--- src/rtl/cache_pkg.sv ---
package cache_pkg;

   localparam int addr_bits   = 12;
   localparam int word_bits   = 32;
   localparam int line_words  = 4;
   localparam int line_bits   = word_bits * line_words;
   localparam int offset_bits = 4;                           // byte offset within a line
   localparam int index_bits  = 4;
   localparam int cache_lines = 1 << index_bits;
   localparam int tag_bits    = addr_bits - index_bits - offset_bits;
   localparam int mem_words   = 1024;                        // 4 KiB behind the cache

   typedef logic [addr_bits-1:0]          addr_t;
   typedef logic [word_bits-1:0]          word_t;
   typedef logic [line_bits-1:0]          line_t;
   typedef logic [tag_bits-1:0]           tag_t;
   typedef logic [index_bits-1:0]         index_t;
   typedef logic [$clog2(line_words)-1:0] beat_t;
   typedef logic [15:0]                   count_t;

   typedef struct packed {
      logic  valid;
      logic  write;
      logic  size_word;                                      // 1 for a word and 0 for a byte
      addr_t addr;
      word_t wdata;
   } cpu_req_t;

   typedef struct packed {
      logic  start;
      logic  write_back;
      addr_t line_addr;                                      // low offset bits are zero
      line_t data;
   } line_req_t;

   typedef struct packed {
      logic  done;
      line_t data;
   } line_rsp_t;

   typedef struct packed {
      logic  cyc;
      logic  stb;
      logic  we;
      addr_t adr;
      word_t dat;
   } wb_m_t;

   typedef struct packed {
      logic  ack;
      word_t dat;
   } wb_s_t;

   typedef struct packed {
      logic hit;
      logic miss;
      logic write_back;
      logic flush_done;
   } event_t;

   typedef enum logic [1:0] {core_idle, core_write_back, core_fill, core_flush} core_state_e;
   typedef enum logic [1:0] {master_idle, master_strobe, master_next} master_state_e;

endpackage

--- src/rtl/cache_regs.sv ---
`timescale 1ns/1ns

module cache_regs (
   input  logic              clock,
   input  logic              arst_n,
   input  cache_pkg::wb_m_t  wb_in,
   output cache_pkg::wb_s_t  wb_out,
   input  cache_pkg::event_t events,
   output logic              flush_req
);

   logic              ack_q;
   logic              flush_q;
   logic              busy_q;
   cache_pkg::word_t  dat_q;
   cache_pkg::count_t hit_count;
   cache_pkg::count_t miss_count;
   cache_pkg::count_t wb_count;
   logic [1:0]        reg_sel;
   logic              access;
   logic              flush_write;

   assign reg_sel     = wb_in.adr[3:2];                      // word offset in the register block
   assign access      = wb_in.cyc && wb_in.stb && !ack_q;
   assign flush_write = access && wb_in.we && reg_sel == 2'd0 && wb_in.dat[0];

   always_ff @(posedge clock or negedge arst_n) begin
      if (!arst_n) begin
         ack_q      <= 1'b0;
         flush_q    <= 1'b0;
         busy_q     <= 1'b0;
         hit_count  <= '0;
         miss_count <= '0;
         wb_count   <= '0;
      end else begin
         ack_q   <= access;
         flush_q <= flush_write;
         if (flush_write) begin
            busy_q <= 1'b1;
         end else if (events.flush_done) begin
            busy_q <= 1'b0;
         end
         if (events.hit) hit_count <= hit_count + 1'b1;
         if (events.miss) miss_count <= miss_count + 1'b1;
         if (events.write_back) wb_count <= wb_count + 1'b1;
      end
   end

   always_ff @(posedge clock) begin
      if (access) begin
         case (reg_sel)
            2'd0:    dat_q <= {30'b0, busy_q, 1'b0};
            2'd1:    dat_q <= cache_pkg::word_t'(hit_count);
            2'd2:    dat_q <= cache_pkg::word_t'(miss_count);
            default: dat_q <= cache_pkg::word_t'(wb_count);
         endcase
      end
   end

   assign wb_out.ack = ack_q;
   assign wb_out.dat = dat_q;
   assign flush_req  = flush_q;

endmodule

--- config.mk ---
export PLATFORM = sky130hd
export DESIGN_NAME = cache_regs
export DESIGN_NICKNAME = d
export VERILOG_FILES = /design/src/rtl/cache_pkg.sv /design/src/rtl/cache_regs.sv
export SDC_FILE = /design/constraint.sdc
export NUM_CORES = 1
export LEC_CHECK = 0
export ABC_AREA = 1
export BUFFER_PORTS_ARGS = -buffer_cell sky130_fd_sc_hd__buf_2
export CORE_ASPECT_RATIO = 1.5
export CORE_UTILIZATION = 30
export CTS_BUF_LIST = sky130_fd_sc_hd__clkbuf_8
export DETAILED_ROUTE_END_ITERATION = 6
export PLACE_DENSITY = 0.56
export REMOVE_ABC_BUFFERS = 1
export SYNTH_ARGS = -nofsm -noshare
export SYNTH_HDL_FRONTEND = slang
export SYNTH_SLANG_ARGS = --single-unit
--- constraint.sdc ---
create_clock -name clock -period 1.5 [get_ports clock]
set_input_delay 0 -clock clock [delete_from_list [all_inputs] [get_ports clock]]
set_output_delay 0 -clock clock [all_outputs]
set_load 0.01 [all_outputs]
==> run summary <==
Max-cap violations - 0
final hold vios - 0
Post-synth EDFFs - 16
placeable core area - 11500 µm²
DIE HEIGHT - 135 µm
worst-path maximum fanout - 5
metal3 WL - 176 µm
Syn Std Cell Area - 3530 µm²
Top Metal Used - met4
sequential-to-total area share from yosys stat - 0.498
finished layout cell area - 4140 µm²
M1 WL - 3030 µm
proportion of power drawn by combinational gates - 0.233
CTS tree - built
power per cell area - 1340 nW/µm²
Synth area leader - dfrtp_1
routed wire length per instance - 12.4 µm
Final nets - 512
Clk network pwr share - 0.291
# rows - 48
DR DRC count - 0
I/O Buffers - 29
pin count of the biggest net entering global routing - 26
synth unique cells - 27
Reg power frac - 0.476
GR Overflow Total - 0
post-route minimum period - 1.36 ns
slack of the worst reg-to-reg path - 0.14 ns
synthesized area per cell - 8.65 µm²
Critical Path RT - 1.74 ns
type of element capturing the critical path - flop
crit path DAT - 1.60 ns
clk buf depth - 2
critical path class - reg2reg
layout cell share with drive strength beyond 1 - 0.161
placed standard-cell area - 3820 µm²
r2r worst-path depth - 6
drt pass-1 iters - 4
Worst-Skew Late Latency - 0.36 ns
Max Slew Vio Count - 0
post-synthesis register bit count - 67
internal power - 3.67 mW
Mapped Cells - 408
initial antenna violation count - 0
area grow syn2layout - 17.3%
multi-input logic area - 1420 µm²
H-tree levels - 3
TritonCTS Buffers - 9
clk slew on worst S/H paths - 0.07 ns
FF-to-FF End - hit_count[12]
n_diodes - 0
Post-Route Skew - 0.00896 ns
post-DP HPWL - 5910 µm
Fillers - 1165
peak supply drop - 0.446 mV
RSZ-0062 raised after global routing - no
Setup Buffers After CTS - 0
vias - 2675
All-Layer GR Usage - 0.141
dominant synthesized flop cell - dfrtp_1
Initial DRC Count - 97
register area - 1760 µm²
Static Leak - 2.01 nW
Setup violations, final - 0
DRT Wirelength - 7600 µm
commonest non-fill, non-tap cell in the layout - nand2_1
global-route wire length before repair - 13200 µm
CP Launch Type - flop
post-detailed-route count of antenna-violating nets - 0
die width - 90.6 µm
routability congestion estimate - 0.764
Synthesis Warnings - 0
Max Clk Rate - 736 MHz
status - finished clean
top cells by area, synth - dfrtp_1, edfxtp_1, nand2_1, inv_1, xor2_1
die area - 12200 µm²
metal2 WL - 4160 µm
CTS root buffer - clkbuf_8
post-synth top area share - 0.362
IO Count - 87
Switching Share - 0.339
hold crit path type - in2async
commonest cells after routing, fill and taps aside - nand2_1, inv_1, dfrtp_1
vias in the first global route - 2848
Async SR Flop Fraction - 0.761
CTS Sinks - 67
Initial Utilization - 0.308
Setup TNS - 0 ns
Vias/cell - 4.38
sw power - 1.88 mW
start of the worst register-to-register path - hit_count[0]
fin crit share - 0.906
==> state kept, by name, indices dropped and copies added (netlist names) <==
signal      count
dat_q          16
hit_count      16
miss_count     16
wb_count       16
ack_q           1
busy_q          1
flush_req       1
==> layer usage <==
| metal | vias to the layer above | GRT usage |
|---|---|---|
| li1 | 1351 | - |
| met1 | 1269 | 0.147 |
| met2 | 41 | 0.259 |
| met5 | - | 0 |
| met3 | 14 | 0.0259 |
| met4 | 0 | 0.0851 |
==> through the flow <==
stage	cells	worst slack, ns	power (mW)	util	hold slack, ns
2_1_floorplan	400	-0.0696	3.49	-	-0.296
3_3_place_gp	586	0.0703	3.88	0.333	-0.0634
3_5_place_dp	586	0.0441	3.94	0.333	-0.0617
4_1_cts	611	0.0171	5.58	0.359	0.0766
5_1_grt	611	0.0251	5.94	0.361	0.0963
6_report	611	0.141	5.55	0.361	0.0858
==> logic make-up (layout without fill, tap and decap cells) <==
kind of cell	count (synthesis)	count (layout)	synth area share
XOR/XNOR	27	27	0.0670
AO/OA/AOI/OAI	22	22	0.0457
adder cells (fa/ha/maj)	3	3	0.0106
other	1	16	0.00106
buffers and inverters	93	131	0.120
flip-flops	67	67	0.498
AND/OR/NAND/NOR	195	195	0.257
==> how the worst max path moves through the flow <==
stage               slack (ns)       endpoint          from
finish                    0.14  hit_count[12]  hit_count[0]
floorplan                -0.07         busy_q         ack_q
detailed placement        0.04   wb_count[12]   wb_count[0]
global route              0.03  hit_count[14]  hit_count[0]
global placement          0.07   wb_count[12]   wb_count[0]
CTS                       0.02   wb_count[12]   wb_count[0]
==> worst max-delay path, stage by stage, from the launching register on <==
cell	delay [ns]
dfrtp_1	0.44
ha_1	0.20
nand2_2	0.08
nor2_4	0.13
nand3_1	0.16
nor3_1	0.17
nor2_1	0.07
==> synth_stat cells, types with 2 or more instances <==
library cell  instances
inv_1                70
dfrtp_1              51
nand2_2               4
buf_2                 3
ha_1                  3
nand3_2               2
nand2_1             106
o221ai_1             10
nor3_2                3
xor2_1               21
edfxtp_1             16
nor3_1                6
buf_4                19
nand3_1              24
xnor2_1               6
o21ai_0               4
o211ai_1              5
nor2_4                7
nand4_1              14
nor2_1               27
==> cell type report <==
| class | count | area share |
|---|---|---|
| Multi-Input combinational cell | 263 | 0.344 |
| Clock buffer | 9 | 0.0299 |
| Sequential cell | 67 | 0.425 |
| Clock inverter | 7 | 0.0203 |
| Tap cell | 150 | 0.0453 |
| Inverter | 70 | 0.0635 |
| Timing Repair Buffer | 45 | 0.0726 |
==> power groups by stage <==
stage / combinational [mW] / clock (mW) / sequential [mW]
2_1_floorplan: 0.889 / 0 / 2.61
3_3_place_gp: 1.22 / 0 / 2.66
3_5_place_dp: 1.27 / 0 / 2.67
4_1_cts: 1.29 / 1.65 / 2.64
5_1_grt: 1.51 / 1.72 / 2.71
6_report: 1.30 / 1.61 / 2.64
==> repair_timing <==
| action | CTS | global route |
|---|---|---|
| hold buffers | 9 | 0 |
| setup endpoints to repair | 0 | 5 |
| gates resized for setup | 0 | 7 |
| hold endpoints to repair | 60 | 0 |
Note: power is estimated with default switching activity, not from simulation.
