[config.mk]
export PLATFORM = sky130hd
export DESIGN_NAME = cache_core
export DESIGN_NICKNAME = d
export VERILOG_FILES = /design/src/rtl/cache_pkg.sv /design/src/rtl/cache_core.sv
export SDC_FILE = /design/constraint.sdc
export NUM_CORES = 2
export LEC_CHECK = 0
export BUFFER_PORTS_ARGS = -buffer_cell sky130_fd_sc_hd__buf_2
export CORE_ASPECT_RATIO = 1.25
export CORE_MARGIN = 5
export CORE_UTILIZATION = 29
export CTS_BUF_LIST = sky130_fd_sc_hd__clkbuf_8 sky130_fd_sc_hd__clkbuf_16
export DETAILED_ROUTE_END_ITERATION = 6
export PLACE_DENSITY = 0.4
export RECOVER_POWER = 50
export SLEW_MARGIN = 10
export SYNTH_ARGS = -nofsm -noshare
export SYNTH_HDL_FRONTEND = slang
export SYNTH_SLANG_ARGS = --single-unit
[constraint.sdc]
create_clock -name clock -period 5.7 [get_ports clock]
set_input_delay 0.285 -clock clock [delete_from_list [all_inputs] [get_ports clock]]
set_output_delay 0.285 -clock clock [all_outputs]
set_load 0.1 [all_outputs]
[src/rtl/cache_pkg.sv]
package cache_pkg;

   localparam int addr_bits   = 12;
   localparam int word_bits   = 32;
   localparam int line_words  = 4;
   localparam int line_bits   = word_bits * line_words;
   localparam int offset_bits = 4;                           // byte offset within a line
   localparam int index_bits  = 4;
   localparam int cache_lines = 1 << index_bits;
   localparam int tag_bits    = addr_bits - index_bits - offset_bits;
   localparam int mem_words   = 1024;                        // 4 KiB behind the cache

   typedef logic [addr_bits-1:0]          addr_t;
   typedef logic [word_bits-1:0]          word_t;
   typedef logic [line_bits-1:0]          line_t;
   typedef logic [tag_bits-1:0]           tag_t;
   typedef logic [index_bits-1:0]         index_t;
   typedef logic [$clog2(line_words)-1:0] beat_t;
   typedef logic [15:0]                   count_t;

   typedef struct packed {
      logic  valid;
      logic  write;
      logic  size_word;                                      // 1 for a word and 0 for a byte
      addr_t addr;
      word_t wdata;
   } cpu_req_t;

   typedef struct packed {
      logic  start;
      logic  write_back;
      addr_t line_addr;                                      // low offset bits are zero
      line_t data;
   } line_req_t;

   typedef struct packed {
      logic  done;
      line_t data;
   } line_rsp_t;

   typedef struct packed {
      logic  cyc;
      logic  stb;
      logic  we;
      addr_t adr;
      word_t dat;
   } wb_m_t;

   typedef struct packed {
      logic  ack;
      word_t dat;
   } wb_s_t;

   typedef struct packed {
      logic hit;
      logic miss;
      logic write_back;
      logic flush_done;
   } event_t;

   typedef enum logic [1:0] {core_idle, core_write_back, core_fill, core_flush} core_state_e;
   typedef enum logic [1:0] {master_idle, master_strobe, master_next} master_state_e;

endpackage

[src/rtl/cache_core.sv]
`timescale 1ns/1ns

module cache_core (
   input  logic                 clock,
   input  logic                 arst_n,
   input  cache_pkg::cpu_req_t  req,
   output cache_pkg::word_t     rdata,
   output logic                 ready,
   output cache_pkg::line_req_t line_req,
   input  cache_pkg::line_rsp_t line_rsp,
   input  logic                 flush_req,
   output cache_pkg::event_t    events
);

   cache_pkg::tag_t                   tags [cache_pkg::cache_lines];
   cache_pkg::line_t                  lines [cache_pkg::cache_lines];
   logic [cache_pkg::cache_lines-1:0] valid;
   logic [cache_pkg::cache_lines-1:0] dirty;

   cache_pkg::core_state_e state;
   cache_pkg::index_t      flush_index;
   logic                   flush_pending;                    // request seen but walk not started
   logic                   flush_active;
   logic                   missed;                           // current request already counted a miss
   logic                   start_q;

   cache_pkg::tag_t   req_tag;
   cache_pkg::index_t req_index;
   cache_pkg::beat_t  req_word;
   logic [1:0]        req_byte;
   cache_pkg::index_t cur_index;
   cache_pkg::word_t  hit_word;
   logic              hit;
   logic              accept;
   logic              miss_start;
   logic              flush_last;

   assign req_tag   = req.addr[cache_pkg::addr_bits-1 -: cache_pkg::tag_bits];
   assign req_index = req.addr[cache_pkg::offset_bits +: cache_pkg::index_bits];
   assign req_word  = req.addr[3:2];
   assign req_byte  = req.addr[1:0];
   assign cur_index = flush_active ? flush_index : req_index;  // the flush walk owns the index

   assign hit      = valid[req_index] && (tags[req_index] == req_tag);
   assign ready    = !req.valid || (state == cache_pkg::core_idle && hit);
   assign accept   = req.valid && ready;
   assign hit_word = lines[req_index][32*req_word +: 32];
   assign rdata    = req.size_word ? hit_word : {24'b0, hit_word[8*req_byte +: 8]};

   assign miss_start = state == cache_pkg::core_idle && !flush_pending && req.valid && !hit;
   assign flush_last = state == cache_pkg::core_flush && !(valid[flush_index] && dirty[flush_index])
                       && flush_index == '1;

   always_comb begin
      events.hit        = accept && !missed;                   // a refilled request is not a hit
      events.miss       = miss_start;
      events.write_back = start_q && state == cache_pkg::core_write_back;
      events.flush_done = flush_last;
   end

   // the line master latches these fields on the start pulse
   always_comb begin
      line_req.start      = start_q;
      line_req.write_back = state == cache_pkg::core_write_back;
      if (line_req.write_back) begin
         line_req.line_addr = {tags[cur_index], cur_index, 4'b0};
      end else begin
         line_req.line_addr = {req_tag, req_index, 4'b0};
      end
      line_req.data = lines[cur_index];
   end

   always_ff @(posedge clock or negedge arst_n) begin
      if (!arst_n) begin
         state         <= cache_pkg::core_idle;
         flush_index   <= '0;
         flush_pending <= 1'b0;
         flush_active  <= 1'b0;
         missed        <= 1'b0;
         start_q       <= 1'b0;
         valid         <= '0;
         dirty         <= '0;
      end else begin
         start_q <= 1'b0;
         if (flush_req) flush_pending <= 1'b1;
         if (accept) missed <= 1'b0;
         case (state)
            cache_pkg::core_idle: begin
               if (flush_pending) begin
                  state         <= cache_pkg::core_flush;
                  flush_pending <= 1'b0;
                  flush_active  <= 1'b1;
                  flush_index   <= '0;
               end else if (miss_start) begin
                  missed  <= 1'b1;
                  start_q <= 1'b1;
                  // a valid line that misses holds another tag
                  if (valid[req_index] && dirty[req_index]) begin
                     state <= cache_pkg::core_write_back;
                  end else begin
                     state <= cache_pkg::core_fill;
                  end
               end
            end
            cache_pkg::core_write_back: begin
               if (line_rsp.done) begin
                  dirty[cur_index] <= 1'b0;
                  if (flush_active) begin
                     state <= cache_pkg::core_flush;         // recheck this index and move on
                  end else begin
                     state   <= cache_pkg::core_fill;
                     start_q <= 1'b1;
                  end
               end
            end
            cache_pkg::core_fill: begin
               if (line_rsp.done) begin
                  valid[req_index] <= 1'b1;
                  dirty[req_index] <= 1'b0;
                  state            <= cache_pkg::core_idle;
               end
            end
            cache_pkg::core_flush: begin
               if (valid[flush_index] && dirty[flush_index]) begin
                  state   <= cache_pkg::core_write_back;
                  start_q <= 1'b1;
               end else if (flush_last) begin
                  valid        <= '0;
                  dirty        <= '0;
                  flush_active <= 1'b0;
                  state        <= cache_pkg::core_idle;
               end else begin
                  flush_index <= flush_index + 1'b1;
               end
            end
            default: state <= cache_pkg::core_idle;
         endcase
         if (accept && req.write) dirty[req_index] <= 1'b1;
      end
   end

   always_ff @(posedge clock) begin
      if (state == cache_pkg::core_fill && line_rsp.done) begin
         lines[req_index] <= line_rsp.data;
         tags[req_index]  <= req_tag;
      end else if (accept && req.write) begin
         if (req.size_word) begin
            lines[req_index][32*req_word +: 32] <= req.wdata;
         end else begin
            lines[req_index][8*req.addr[3:0] +: 8] <= req.wdata[7:0];
         end
      end
   end

endmodule

==> run summary <==
Worst Path Max Fanout = 16
layout cells sized above 1 = 19.2%
CTS resizes = 0
number of buffers created by CTS = 234
post-layout power = 58.8 mW
Tmin final = 5.55 ns
Adder-Cell Fraction of Synth Area = 0.0817%
clock-pin slew on the worst setup and hold paths = 0.06 ns
Layout area overhead = 17.0%
unrepaired setup endpoints after global routing = false
xor and xnor area share after synthesis = 0.0572%
Hold Crit Start = line_rsp[88]
Die Height = 690 microns
# nets final = 9,348
initial antenna violation count = 58
design area = 125,000 sq um
# fillers = 36,200
Max Cap Violations = 9
Synth Warn # = 0
flop-to-flop setup slack = 0.15 ns
Post-Route Skew = 0.0421 ns
Netlist cell types = 74
Synth Cell Area = 107,000 sq um
First DRT Iteration DRCs = 10,200
fmax = 180 MHz
wire per inst = 34.9 microns
hold slack = 0.0380 ns
first-pass GRT wire length = 675 mm
final non-filler cell total = 14,300
RR Startpoint = tags[14][1]$_DFFE_PP_
CTS tree = done
failing checks = DRC, capacitance limit, slew limit
PortBufs = 353
Crit Path Category = reg2reg
Post-Route Setup TNS = 0 ns
Final ANT Viol Nets = 0
total die area = 382,000 sq um
Synth Area in Compound Gates = 5.86%
Startpoint Class = register
via-per-instance ratio = 5.71
Slew Limit Fails = 108
GR Overflow Total = 0
CTS HTree Levels = 4
routed vias = 81,500
root buffer cell = clkbuf_16
Hold WC Path Type = in2reg
relative slew slack = -83.2%
P_leak = 42.4 nW
Ports = 358
clk buf depth = 4
DR pass1 iterations = 7
Tightest Pin Transition = 2.75 ns
maximum vdd drop = 0.000534 V
Critical Path AT = 6.10 ns
routability congestion estimate = 0.883
Skew-Pair Late Insertion Delay = 0.95 ns
Crit. End Element = register
clk sink count = 2,154
Die Wd = 554 microns
worst-case reg-to-reg path depth = 10
Req. time, crit path = 6.25 ns
final hold vios = 0
Synth async-reset ratio = 1.95%
Cell Pwr Density = 469 nW/um^2
Final period util = 97.4%
Cells after Synth = 8,696
register area share after synthesis = 60.2%
# rows = 249
Residual DRC = 1
Hold Path Depth = 4
EDFF count, synth = 2,112
placed inst area = 118,000 sq um
outcome = finished, violations left
worst setup path startpoint = tags[14][1]$_DFFE_PP_
Initial Util = 29.1%
Synth Area in Simple Gates = 16.6%
largest net degree at the start of global routing = 91
vias in the first global route = 78,900
Top FF cell, synth = edfxtp_1
gr usage total = 25.1%
core area = 368,000 sq um
post-synthesis mux area share = 14.2%
final setup violation count = 0
DP HPWL = 343 mm
placed insts = 13,800
Seq cells post-synth = 2,154
combinational family with the most area after synthesis = simple AND/OR/NAND/NOR gates
Mapped Avg Cell Area = 12.3 sq um
final wirelength = 498 mm
==> layer usage <==
layer | part of all wire (%) | global-route usage (%) | routed length (microns) | up-vias
met2 | 47 | 40.7 | 232000 | 4316
met1 | 40 | 32.7 | 199000 | 42400
li1 | - | - | - | 34000
met3 | 8.2 | 5.16 | 40700 | 812
met5 | 0.015 | 0 | 75 | -
met4 | 5.2 | 11.0 | 25900 | 12
==> final timing paths <==
| kind | endpoint |
|---|---|
| max | lines[15][61]$_DFFE_PP_ |
| max in group asynchronous | dirty[13]$_DFF_PN0_ |
| max reg2reg | lines[15][61]$_DFFE_PP_ |
| min in group asynchronous | flush_index[1]$_DFFE_PN0P_ |
| min | lines[5][88]$_DFFE_PP_ |
| min reg2reg | missed$_DFF_PN0_ |
==> cells by family after synthesis <==
| family | Yosys count |
|---|---|
| multiplexers | 782 |
| AND/OR/NAND/NOR | 4120 |
| AO/OA/AOI/OAI | 852 |
| XOR/XNOR | 7 |
| other | 1 |
| adder cells (fa/ha/maj) | 7 |
| buffers and inverters | 773 |
| flip-flops | 2154 |
==> state kept, by name, summed over array words and instances, names as in the netlist <==
register	cells
flush_index	4
start_q	1
flush_active	1
lines	2048
valid	16
dirty	16
missed	1
state	2
flush_pending	1
tags	64
==> power by group <==
group | total (mW) | switching [mW] | internal (mW)
registers | 17.8 | 0.160 | 17.6
logic | 25.2 | 19.9 | 5.31
clock network | 15.9 | 6.84 | 9.05
==> area by class of cell <==
| type | instances | area [sq um] | area share, % |
|---|---|---|---|
| Sequential cell | 2154 | 64500 | 51.4 |
| Multi-Input combinational cell | 5772 | 39700 | 31.7 |
| Timing Repair Buffer | 987 | 7130 | 5.68 |
| Tap cell | 4894 | 6120 | 4.88 |
| Clock buffer | 237 | 5930 | 4.73 |
| Clock inverter | 194 | 1890 | 1.51 |
| Antenna cell | 27 | 67.6 | 0.0539 |
| Inverter | 13 | 50.0 | 0.0399 |
==> synth_stat cells, types with 20 or more instances <==
cell type	n	area (sq um)
and3_1	143	895
mux4_2	589	13300
nand2_1	2272	8530
o21ai_0	67	335
a31oi_1	152	951
nand3_1	1110	5560
buf_1	91	342
nor3_1	22	110
buf_4	20	150
a21oi_1	94	470
nor2b_1	23	144
mux2i_1	174	1740
and2_1	44	275
edfxtp_1	2112	63400
nor2_1	410	1540
a311oi_1	267	2340
buf_2	138	691
a211oi_1	28	210
a221oi_1	44	385
dfrtp_1	42	1050
a22o_1	66	578
clkbuf_1	504	1890
a22oi_1	72	541
==> placed cells by master, fill, tap and decap left out, types with 72 or more instances in the layout <==
cell	instances
a21oi_1	94
a22oi_1	72
a311oi_1	267
a31oi_1	152
and3_1	143
buf_12	87
buf_2	306
buf_4	339
clkbuf_1	182
clkbuf_16	237
edfxtp_1	2112
mux2i_1	159
mux4_2	589
nand2_1	2264
nand3_1	1105
nor2_1	405
==> worst max-delay path: stages, from the launching register on <==
cell and delay, ns:
edfxtp_1 0.39, mux4_2 0.49, mux2i_1 0.15, mux2i_1 0.12, xnor2_1 0.58, and4_1 1.09, nand2_1 0.76, clkbuf_1 0.65
a221oi_1 0.48, a21oi_1 0.07, clkbuf_2 0.33
==> what timing repair did <==
| action | 4_1_cts | 5_1_grt |
|---|---|---|
| buffers inserted | 0 | 0 |
| hold buffers | 42 | 0 |
| endpoints found under the hold margin | 477 | 0 |
==> through the flow <==
step	setup WS (ns)	util, %
2_1_floorplan	0.846	-
5_1_grt	0.117	34.1
4_1_cts	0.267	34.3
3_3_place_gp	0.278	32.0
6_report	0.148	34.1
3_5_place_dp	0.448	32.0
Note: power is estimated with default switching activity, not from simulation.
