===== src/rtl/cache_pkg.sv =====
package cache_pkg;

   localparam int addr_bits   = 12;
   localparam int word_bits   = 32;
   localparam int line_words  = 4;
   localparam int line_bits   = word_bits * line_words;
   localparam int offset_bits = 4;                           // byte offset within a line
   localparam int index_bits  = 4;
   localparam int cache_lines = 1 << index_bits;
   localparam int tag_bits    = addr_bits - index_bits - offset_bits;
   localparam int mem_words   = 1024;                        // 4 KiB behind the cache

   typedef logic [addr_bits-1:0]          addr_t;
   typedef logic [word_bits-1:0]          word_t;
   typedef logic [line_bits-1:0]          line_t;
   typedef logic [tag_bits-1:0]           tag_t;
   typedef logic [index_bits-1:0]         index_t;
   typedef logic [$clog2(line_words)-1:0] beat_t;
   typedef logic [15:0]                   count_t;

   typedef struct packed {
      logic  valid;
      logic  write;
      logic  size_word;                                      // 1 for a word and 0 for a byte
      addr_t addr;
      word_t wdata;
   } cpu_req_t;

   typedef struct packed {
      logic  start;
      logic  write_back;
      addr_t line_addr;                                      // low offset bits are zero
      line_t data;
   } line_req_t;

   typedef struct packed {
      logic  done;
      line_t data;
   } line_rsp_t;

   typedef struct packed {
      logic  cyc;
      logic  stb;
      logic  we;
      addr_t adr;
      word_t dat;
   } wb_m_t;

   typedef struct packed {
      logic  ack;
      word_t dat;
   } wb_s_t;

   typedef struct packed {
      logic hit;
      logic miss;
      logic write_back;
      logic flush_done;
   } event_t;

   typedef enum logic [1:0] {core_idle, core_write_back, core_fill, core_flush} core_state_e;
   typedef enum logic [1:0] {master_idle, master_strobe, master_next} master_state_e;

endpackage


===== src/rtl/wb_line_master.sv =====
`timescale 1ns/1ns

module wb_line_master (
   input  logic                 clock,
   input  logic                 arst_n,
   input  cache_pkg::line_req_t line_req,
   output cache_pkg::line_rsp_t line_rsp,
   output cache_pkg::wb_m_t     wb_out,
   input  cache_pkg::wb_s_t     wb_in
);

   localparam int line_no_bits = cache_pkg::addr_bits - cache_pkg::offset_bits;

   cache_pkg::master_state_e state;
   cache_pkg::beat_t         beat;
   logic                     done_q;
   logic [line_no_bits-1:0]  line_no;                        // line number of the transfer
   logic                     we_q;
   cache_pkg::line_t         line_q;                         // outgoing line or assembled fill

   always_ff @(posedge clock or negedge arst_n) begin
      if (!arst_n) begin
         state  <= cache_pkg::master_idle;
         beat   <= '0;
         done_q <= 1'b0;
      end else begin
         done_q <= 1'b0;
         case (state)
            cache_pkg::master_idle: begin
               if (line_req.start) begin
                  state <= cache_pkg::master_strobe;
                  beat  <= '0;
               end
            end
            cache_pkg::master_strobe: begin
               if (wb_in.ack) begin
                  if (beat == '1) begin
                     state  <= cache_pkg::master_idle;
                     done_q <= 1'b1;
                  end else begin
                     state <= cache_pkg::master_next;
                  end
               end
            end
            cache_pkg::master_next: begin
               beat  <= beat + 1'b1;                         // stb is low for this one cycle
               state <= cache_pkg::master_strobe;
            end
            default: state <= cache_pkg::master_idle;
         endcase
      end
   end

   always_ff @(posedge clock) begin
      if (state == cache_pkg::master_idle && line_req.start) begin
         line_no <= line_req.line_addr[cache_pkg::addr_bits-1:cache_pkg::offset_bits];
         we_q    <= line_req.write_back;
         line_q  <= line_req.data;
      end else if (state == cache_pkg::master_strobe && wb_in.ack && !we_q) begin
         line_q[32*beat +: 32] <= wb_in.dat;
      end
   end

   always_comb begin
      wb_out.cyc = state != cache_pkg::master_idle;
      wb_out.stb = state == cache_pkg::master_strobe;
      wb_out.we  = we_q && wb_out.cyc;
      wb_out.adr = {line_no, beat, 2'b00};
      wb_out.dat = line_q[32*beat +: 32];
   end

   assign line_rsp.done = done_q;
   assign line_rsp.data = line_q;

endmodule


===== config.mk =====
export PLATFORM = sky130hd
export DESIGN_NAME = wb_line_master
export DESIGN_NICKNAME = d
export VERILOG_FILES = /design/src/rtl/cache_pkg.sv /design/src/rtl/wb_line_master.sv
export SDC_FILE = /design/constraint.sdc
export NUM_CORES = 1
export LEC_CHECK = 0
export BUFFER_PORTS_ARGS = -buffer_cell sky130_fd_sc_hd__clkbuf_2
export CAP_MARGIN = 25
export CORE_MARGIN = 2
export CORE_UTILIZATION = 40
export CTS_CLUSTER_SIZE = 40
export DETAILED_ROUTE_END_ITERATION = 10
export PLACE_DENSITY_LB_ADDON = 0.05
export SLEW_MARGIN = 20
export SYNTH_ARGS = -nofsm -noshare
export SYNTH_HDL_FRONTEND = slang
export SYNTH_SLANG_ARGS = --single-unit

===== constraint.sdc =====
create_clock -name clock -period 3.1 [get_ports clock]
set_input_delay 0.155 -clock clock [delete_from_list [all_inputs] [get_ports clock]]
set_output_delay 0.155 -clock clock [all_outputs]
set_load 0.01 [all_outputs]

==> results_dict.tcl, run 1 <==
set metrics [dict create \
    use_met1 0.3378 \
    fin_tns_setup_ps 0 \
    wl_per_cell_um 24.37 \
    final_cell_mix "clkbuf_2 (345), edfxtp_1 (137), o31ai_1 (96)" \
    design_area_sq_um 10860 \
    synth_enable_flop_cells 137 \
    fin_crit_ps 2382 \
    fmax_ghz 0.4198 \
    skew_ps 11.15 \
    rsz0062_at_grt "no" \
    grt_util_met3 0.06512 \
    setup_viol 0 \
    async_flop_share 0.03521 \
    dieArea_sq_um 21780 \
    powerDensity_nw_per_um2 900.4 \
    final_cells 1183 \
    ys_types 29 \
    num_rows 52 \
    place_area_sq_um 10180 \
    p_leak_uw 0.004435 \
    vias 6928 \
    drt_iter0_drc 491 \
    postSynthCellCount 580 \
    clockRootBuffer "clkbuf_16" \
    ant_nets 0 \
    synth_ff_type "edfxtp_1" \
    antenna_found_initial 0 \
    die_h_um 147.6 \
    ctsResizeCount 0 \
    dp_hpwl_um 18930 \
    post-cts-setup-buffers 0 \
    hold_buffers 11 \
    ios 353 \
    overflow 0 \
    grt_max_degree 130 \
    arrival_ps 2610 \
    coreArea_sq_um 20230 \
    wirelength_um 28840 \
    syn_avg_cell_area_sq_um 14.21 \
    grt_first_pass_wirelength_um 43120 \
    portBuffers 346 \
    finalMaxSlewViolations 0 \
    die_w_um 147.6 \
    syn_to_final_growth_pct 31.78 \
    first_pass_iters 4 \
    maxCapViolations 0 \
    cts_tree "yes" \
    track_usage 0.2619 \
    layout_commonest_cell "clkbuf_2" \
    endpoint_kind "flop" \
    crit_type "reg2reg" \
    dp_cells 1140 \
    cts_buffers 17 \
    final.period_utilization 0.7684 \
    met2_usage 0.4356 \
    clk_latency_ps 420 \
    finalHoldViolations 0 \
    fillers 1812 \
    tightest_slew_ps 913.9 \
    h-tree-depth 4 \
    start_util 0.4074 \
    synth_seq_cells 142 \
    clockBufferDepth 2 \
    gp_congestion 0.8364 \
    busiest_layer "met2" \
    hold_path.class "in2reg" \
    status "finished clean" \
    path_clk_slew_ps 70 \
    ir_worst_vdd_v 0.0005402 \
    n_antenna_cell 0 \
    required_ps 3330 \
    ys_seq_area_frac 0.5142 \
    grt_pass1_vias 7236 \
    clock_sink_count 142 \
    slew_headroom 0.3907 \
    drive_gt1_frac 0.5268 \
    start_kind "flop" \
    fin_nets 1083 \
    viasPerCell 5.856 \
    worstPathMaxFanout 37 \
    drc_errors 0 \
    yosysWarningCount 0 \
    syn_area_sq_um 8244 \
]
[layout make-up]
class | instances | area, sq um | area share
Clock inverter | 13 | 141.4 | 0.01301
Tap cell | 270 | 337.8 | 0.03110
Sequential cell | 142 | 4249 | 0.3911
Multi-Input combinational cell | 348 | 3580 | 0.3295
Inverter | 5 | 20.02 | 0.001843
Clock buffer | 19 | 432.9 | 0.03985
Timing Repair Buffer | 386 | 2103 | 0.1936
[kinds of logic (layout without fill, tap and decap cells)]
kind of cell / Yosys count / after routing / synth area share
AND/OR/NAND/NOR: 172 / 172 / 0.2050
flip-flops: 142 / 142 / 0.5142
AO/OA/AOI/OAI: 136 / 136 / 0.1287
buffers and inverters: 91 / 423 / 0.05509
multiplexers: 32 / 32 / 0.08742
adder cells (fa/ha/maj): 6 / 6 / 0.009106
other: 1 / 2 / 0.0004549
[metrics by stage]
step | setup slack [ps] | util | total power, uW | hold WS [ps]
floorplan | 546.9 | - | 5969 | -140.6
global placement | 830.3 | 0.5029 | 7748 | -9.127
detailed placement | 754.6 | 0.5029 | 7790 | -8.005
CTS | 738.5 | 0.5367 | 9830 | 45.80
global route | 566.7 | 0.5369 | 10280 | 48.29
finish | 717.8 | 0.5369 | 9783 | 61.33
[flip-flops by register name (all words and copies together) (netlist names)]
name     flops
state        2
line_q     128
we_q         1
beat         2
done_q       1
line_no      8
[critical path, stage by stage (launching register included)]
cell and delay, ps:
dfrtp_2 350, buf_4 550, ha_1 290, nand3b_1 380, buf_12 330, o31ai_1 270
[per-layer routing]
| metal | vias to the layer above | part of all wire |
|---|---|---|
| met2 | 393 | 0.49 |
| met5 | - | 0 |
| met4 | 0 | 0.018 |
| met1 | 3422 | 0.40 |
| li1 | 3082 | - |
| met3 | 31 | 0.091 |
[report_power, final]
group / total (uW) / internal, uW / switching (uW)
Combinational: 4540 / 1860 / 2670
Sequential: 3240 / 2930 / 311
Clock: 2010 / 1190 / 819
Total: 9780 / 5980 / 3800
[worst paths after layout]
check / startpoint / end / slack (ps) / depth (start not counted)
max: beat[1]$_DFFE_PN0P_ / line_q[118]$_DFFE_PP_ / 720 / 5
min: wb_in[9] / line_q[9]$_DFFE_PP_ / 60 / 2
max reg2reg: beat[1]$_DFFE_PN0P_ / line_q[118]$_DFFE_PP_ / 720 / 5
min reg2reg: beat[0]$_DFFE_PN0P_ / beat[0]$_DFFE_PN0P_ / 910 / 2
max in group asynchronous: arst_n / state[0]$_DFFE_PN0P_ / 2830 / 2
min in group asynchronous: arst_n / state[1]$_DFFE_PN0P_ / 100 / 2
[Yosys cell counts (2+ instances only)]
library cell  number  area share
ha_1               6      0.0091
edfxtp_1         137        0.50
a31o_2            32       0.034
buf_6             10       0.014
nand4bb_1         26       0.036
nand3b_1           2      0.0018
buf_4              5      0.0046
nand2b_1          33       0.025
o31ai_1           96       0.087
nor4bb_1          34       0.041
or4bb_1           70       0.096
mux4_2            32       0.087
clkbuf_1          55       0.025
nor3b_1            2      0.0018
buf_2             15      0.0091
inv_1              4      0.0018
dfrtp_1            5       0.015
a21o_1             5      0.0046
No activity file was read; power rests on OpenSTA's default activity.
==> run 2: changes to the inputs <==
Clock period 3.1 ns to 2.03 ns, I/O delays scaled along.
==> run 2 against run 1 <==
Net effect: hold slack got worse by 45 ps; via count rose by 2.2%; global-route usage rose by 0.40 points; final cell count rose by 1.7%; flip-flop and latch count did not move; register-to-register slack got worse by 570 ps; critical path type is now reg2out; sequential share of layout area fell by 1.1 points; non-clock buffer count rose by 20; worst setup slack got worse by 650 ps; utilization rose by 1.6 points; critical path depth fell by 2; largest cell class unchanged.
==> results_dict.tcl, run 2 (same netlist as run 1, synthesis figures left out) <==
set metrics [dict create \
    tightest_slew_ps 537.7 \
    grt_max_degree 130 \
    hold_depth 2 \
    viasPerCell 5.885 \
    slowest_delay_ps 570 \
    arrival_ps 1860 \
    status "finished clean" \
    worst-path-stages 3 \
    fmax_ghz 0.5092 \
    skew_ps 10.24 \
    gp_congestion 0.8443 \
    path_cells "buf_16, mux4_2, clkbuf_2" \
    path_clk_slew_ps 60 \
    vias 7080 \
    largest_reg_flops 128 \
    fin_crit_ps 1964 \
    num_rows 52 \
    n_antenna_cell 0 \
    fin_nets 1103 \
    ios 353 \
    wirelength_um 29230 \
    drt_iter0_drc 573 \
    finalMaxSlewViolations 0 \
    reg2reg_from "beat[0]$_DFFE_PN0P_" \
    endpoint_kind "primary output" \
    post-cts-setup-buffers 0 \
    ant_nets 0 \
    clock_sink_count 142 \
    grt_pass1_vias 7362 \
    cts_buffers 17 \
    crit_buf_inv 2 \
    die_h_um 147.6 \
    start_util 0.4074 \
    final_core_util 0.5528 \
    design_area_sq_um 11190 \
    fin_tns_setup_ps 0 \
    ir_worst_vdd_v 0.0008780 \
    reg.largest.list "line_q: 128 flops, line_no: 8 flops" \
    drive_gt1_frac 0.5230 \
    h-tree-depth 4 \
    coreArea_sq_um 20230 \
    maxCapViolations 0 \
    dp_hpwl_um 19320 \
    first_pass_iters 7 \
    layout_commonest_cell "clkbuf_2" \
    clockRootBuffer "clkbuf_16" \
    rsz0062_at_grt "yes" \
    overflow 0 \
    grt_first_pass_wirelength_um 43890 \
    track_usage 0.2659 \
    wl_per_cell_um 24.29 \
    finalHoldViolations 0 \
    setup_viol 0 \
    worst_path_dominant_cell_family "multiplexers" \
    die_w_um 147.6 \
    clockBufferDepth 2 \
    powerDensity_nw_per_um2 1380 \
    place_area_sq_um 10310 \
    start_kind "flop" \
    portBuffers 346 \
    ff2ff_path_depth 5 \
    cts_tree "yes" \
    crit_path_start "beat[0]$_DFFE_PN0P_" \
    antenna_found_initial 0 \
    required_ps 1930 \
    crit_type "reg2out" \
    slew_headroom 0.6415 \
    final.period_utilization 0.9674 \
    dieArea_sq_um 21780 \
    hold_path.class "in2reg" \
    p_leak_uw 0.004554 \
    hp-start "wb_in[26]" \
    worstPathMaxFanout 42 \
    final_cell_mix "clkbuf_2 (344), edfxtp_1 (137), o31ai_1 (96)" \
    drc_errors 0 \
    regMostFlops "line_q" \
    slowest_stage "mux4_2" \
    syn_to_final_growth_pct 35.68 \
    clk_latency_ps 420 \
]
run 2: cell types whose count changed in the layout (fill, tap and decap cells not counted), sizes merged:
cell,delta
inv,+1
clkinvlp,+3
dlygate4sd3,+14
bufinv,+1
clkinv,-6
buf,+7
run 2: worst register-to-register path: stages, from the launching register on:
cell and delay, ps:
dfrtp_2 400, inv_1 90, ha_1 400, nor4bb_4 330
buf_4 320, a31o_2 210
run 2: per-stage QoR:
stage | total power (uW) | worst slack, ps | hold WS, ps | cells
after floorplan | 9170 | -137.8 | -194.1 | 581
after global placement | 12070 | 162.9 | -58.63 | 1146
after detailed placement | 12190 | 159.3 | -53.88 | 1146
after CTS | 15480 | 5.393 | 0.7074 | 1203
after global routing | 16180 | -15.01 | 1.073 | 1203
final | 15430 | 66.25 | 16.74 | 1203
run 2: routing by layer:
layer  vias up  GRT usage  wire length (um)
met2       362     0.4528             14730
met1      3542     0.3341             11350
met3        49    0.05895              2430
met4         0    0.09567               712
met5         -          0                 0
li1       3127          -                 -
run 2: final timing paths:
path / to / slack [ps]
max reg2reg: line_q[21]$_DFFE_PP_ / 150
min reg2reg: beat[1]$_DFFE_PN0P_ / 890
min: line_q[26]$_DFFE_PP_ / 20
min in group asynchronous: done_q$_DFF_PN0_ / 50
max in group asynchronous: state[0]$_DFFE_PN0P_ / 1780
max: wb_out[12] / 70
run 2: power by group:
group | switching, uW | internal, uW | leakage, uW | total (uW)
clock | 1270 | 1980 | 0.000280 | 3240
combinational | 4130 | 3080 | 0.00289 | 7220
sequential | 503 | 4470 | 0.00138 | 4970
run 2: area by class of cell:
type	count	area, sq um
inverter	5	20.02
sequential	142	4249
multi-input combinational	348	3586
clock inverter	12	158.9
fill	1781	9049
timing repair buffer	406	2387
tap	270	337.8
clock buffer	20	446.7
run 2: repair_timing:
| action | in CTS | in global routing |
|---|---|---|
| hold buffers | 25 | 0 |
| endpoints found under the hold margin | 31 | 0 |
| setup endpoints to repair | 19 | 29 |
| gates resized for setup | 1 | 3 |
| cloned | 0 | 0 |
==> run 3: changes to the inputs <==
Settings changed: CORE_UTILIZATION 40 to 44.
==> run 3 against run 2 <==
Net effect: via count up 0.92%; critical path depth increased by 1; total power rose by 0.12%; largest cell class unchanged.
==> results_dict.tcl, run 3 (same netlist as run 1, synthesis figures left out) <==
set metrics [dict create \
    clk_latency_ps 420 \
    syn_to_final_growth_pct 36.06 \
    cts_tree "yes" \
    multiInputGateArea_sq_um 3586 \
    start_kind "flop" \
    endpoint_kind "primary output" \
    dp_slack_ps 109.1 \
    layout_setup_ws_ps 62.43 \
    drc_errors 0 \
    gp_congestion 0.8056 \
    finalMaxSlewViolations 0 \
    regArea_sq_um 4249 \
    skew_ps 11.25 \
    status "finished clean" \
    first_pass_iters 5 \
    h-tree-depth 4 \
    wirelength_um 28420 \
    hold_path.class "in2reg" \
    crit_path_start "beat[1]$_DFFE_PN0P_" \
    clockRootBuffer "clkbuf_16" \
    finalHoldViolations 0 \
    ios 353 \
    path_clk_slew_ps 60 \
    start_util 0.4452 \
    hold_depth 2 \
    die_h_um 140.9 \
    worstPathMaxFanout 23 \
    reg.largest.list "line_q: 128 flops, line_no: 8 flops" \
    viasPerCell 6.107 \
    wl_per_cell_um 24.29 \
    coreArea_sq_um 18520 \
    fillers 1484 \
    final_core_util 0.6057 \
    tightest_slew_ps 570.8 \
    crit_type "reg2out" \
    fmax_ghz 0.5082 \
    num_rows 50 \
    drive_gt1_frac 0.5268 \
    die_w_um 140.9 \
    reg2reg_from "beat[0]$_DFFE_PN0P_" \
    rsz0062_at_grt "no" \
    final.period_utilization 0.9692 \
    drt_iter0_drc 426 \
    report.power.total_uw 15450 \
    regMostFlops "line_q" \
    powerDensity_nw_per_um2 1378 \
    arrival_ps 1870 \
    portBuffers 346 \
    p_leak_uw 0.004603 \
    dp_hpwl_um 18710 \
    cts_buffers 17 \
    grt_pass1_vias 7320 \
    track_usage 0.2801 \
    required_ps 1930 \
    largest_reg_flops 128 \
    clockBufferDepth 2 \
    final_cell_mix "clkbuf_2 (345), edfxtp_1 (137), o31ai_1 (96)" \
    ff2ff_path_depth 5 \
    clock_sink_count 142 \
    fin_nets 1104 \
    dieArea_sq_um 19850 \
    hp-start "wb_in[4]" \
    r2r_end "line_q[26]$_DFFE_PP_" \
    layout_commonest_cell "clkbuf_2" \
    vias 7145 \
    ir_worst_vdd_v 0.0007142 \
    maxCapViolations 0 \
    post-cts-setup-buffers 0 \
    grt_max_degree 130 \
    rrSetupSlack_ps 100 \
    overflow 0 \
    slew_headroom 0.6194 \
    grt_first_pass_wirelength_um 42000 \
    setup_viol 0 \
    ant_nets 0 \
    fin_crit_ps 1968 \
    antenna_found_initial 3 \
    worstHoldEndpoint "line_q[4]$_DFFE_PP_" \
]
-- run 3: worst max-delay path by stage --
| stage | endpoint | slack, ps | cells after the start |
|---|---|---|---|
| 2_1_floorplan | line_q[100]$_DFFE_PP_ | -140 | 6 |
| 3_3_place_gp | line_q[17]$_DFFE_PP_ | 120 | 5 |
| 3_5_place_dp | line_q[14]$_DFFE_PP_ | 110 | 5 |
| 4_1_cts | wb_out[0] | 20 | 3 |
| 5_1_grt | line_q[19]$_DFFE_PP_ | 10 | 5 |
| 6_report | wb_out[0] | 60 | 4 |
-- run 3: power by group --
group          internal (uW)  switching [uW]
Sequential              4470             519
Clock                   2000            1240
Combinational           3160            4060
-- run 3: per-stage QoR --
step	instance area (sq um)	hold slack, ps	instances	setup TNS (ps)
2_1_floorplan	8293	-194.1	581	-14780
3_3_place_gp	10310	-66.29	1111	0
3_5_place_dp	10310	-64.03	1111	0
4_1_cts	11170	0.7272	1166	0
5_1_grt	11210	8.203	1168	0
6_report	11220	13.06	1170	0
-- run 3: area by class of cell --
class                      instances  area share
clock buffer                      19     0.04038
sequential                       142      0.3788
antenna                            2   0.0004462
tap                              234     0.02610
clock inverter                    13     0.01428
inverter                           5    0.001785
multi-input combinational        348      0.3197
timing repair buffer             407      0.2185
-- run 3: layer usage --
layer | routed length [um] | vias to the layer above | GRT usage
met5 | 16 | - | 0
met3 | 2276 | 53 | 0.06182
li1 | - | 3146 | -
met2 | 14510 | 383 | 0.4878
met4 | 726 | 2 | 0.1068
met1 | 10900 | 3561 | 0.3416
-- run 3: critical path, stage by stage (launching register included) --
cell and delay [ps]:
dfrtp_2 360, buf_6 290, buf_6 270, mux4_2 360, clkbuf_2 150
-- run 3: timing repair --
| action | 4_1_cts | 5_1_grt |
|---|---|---|
| hold buffers | 23 | 1 |
| setup endpoints to repair | 16 | 22 |
| cloned | 0 | 1 |
| pin swaps | 0 | 0 |
| resized for setup | 3 | 1 |
| hold endpoints to repair | 29 | 1 |
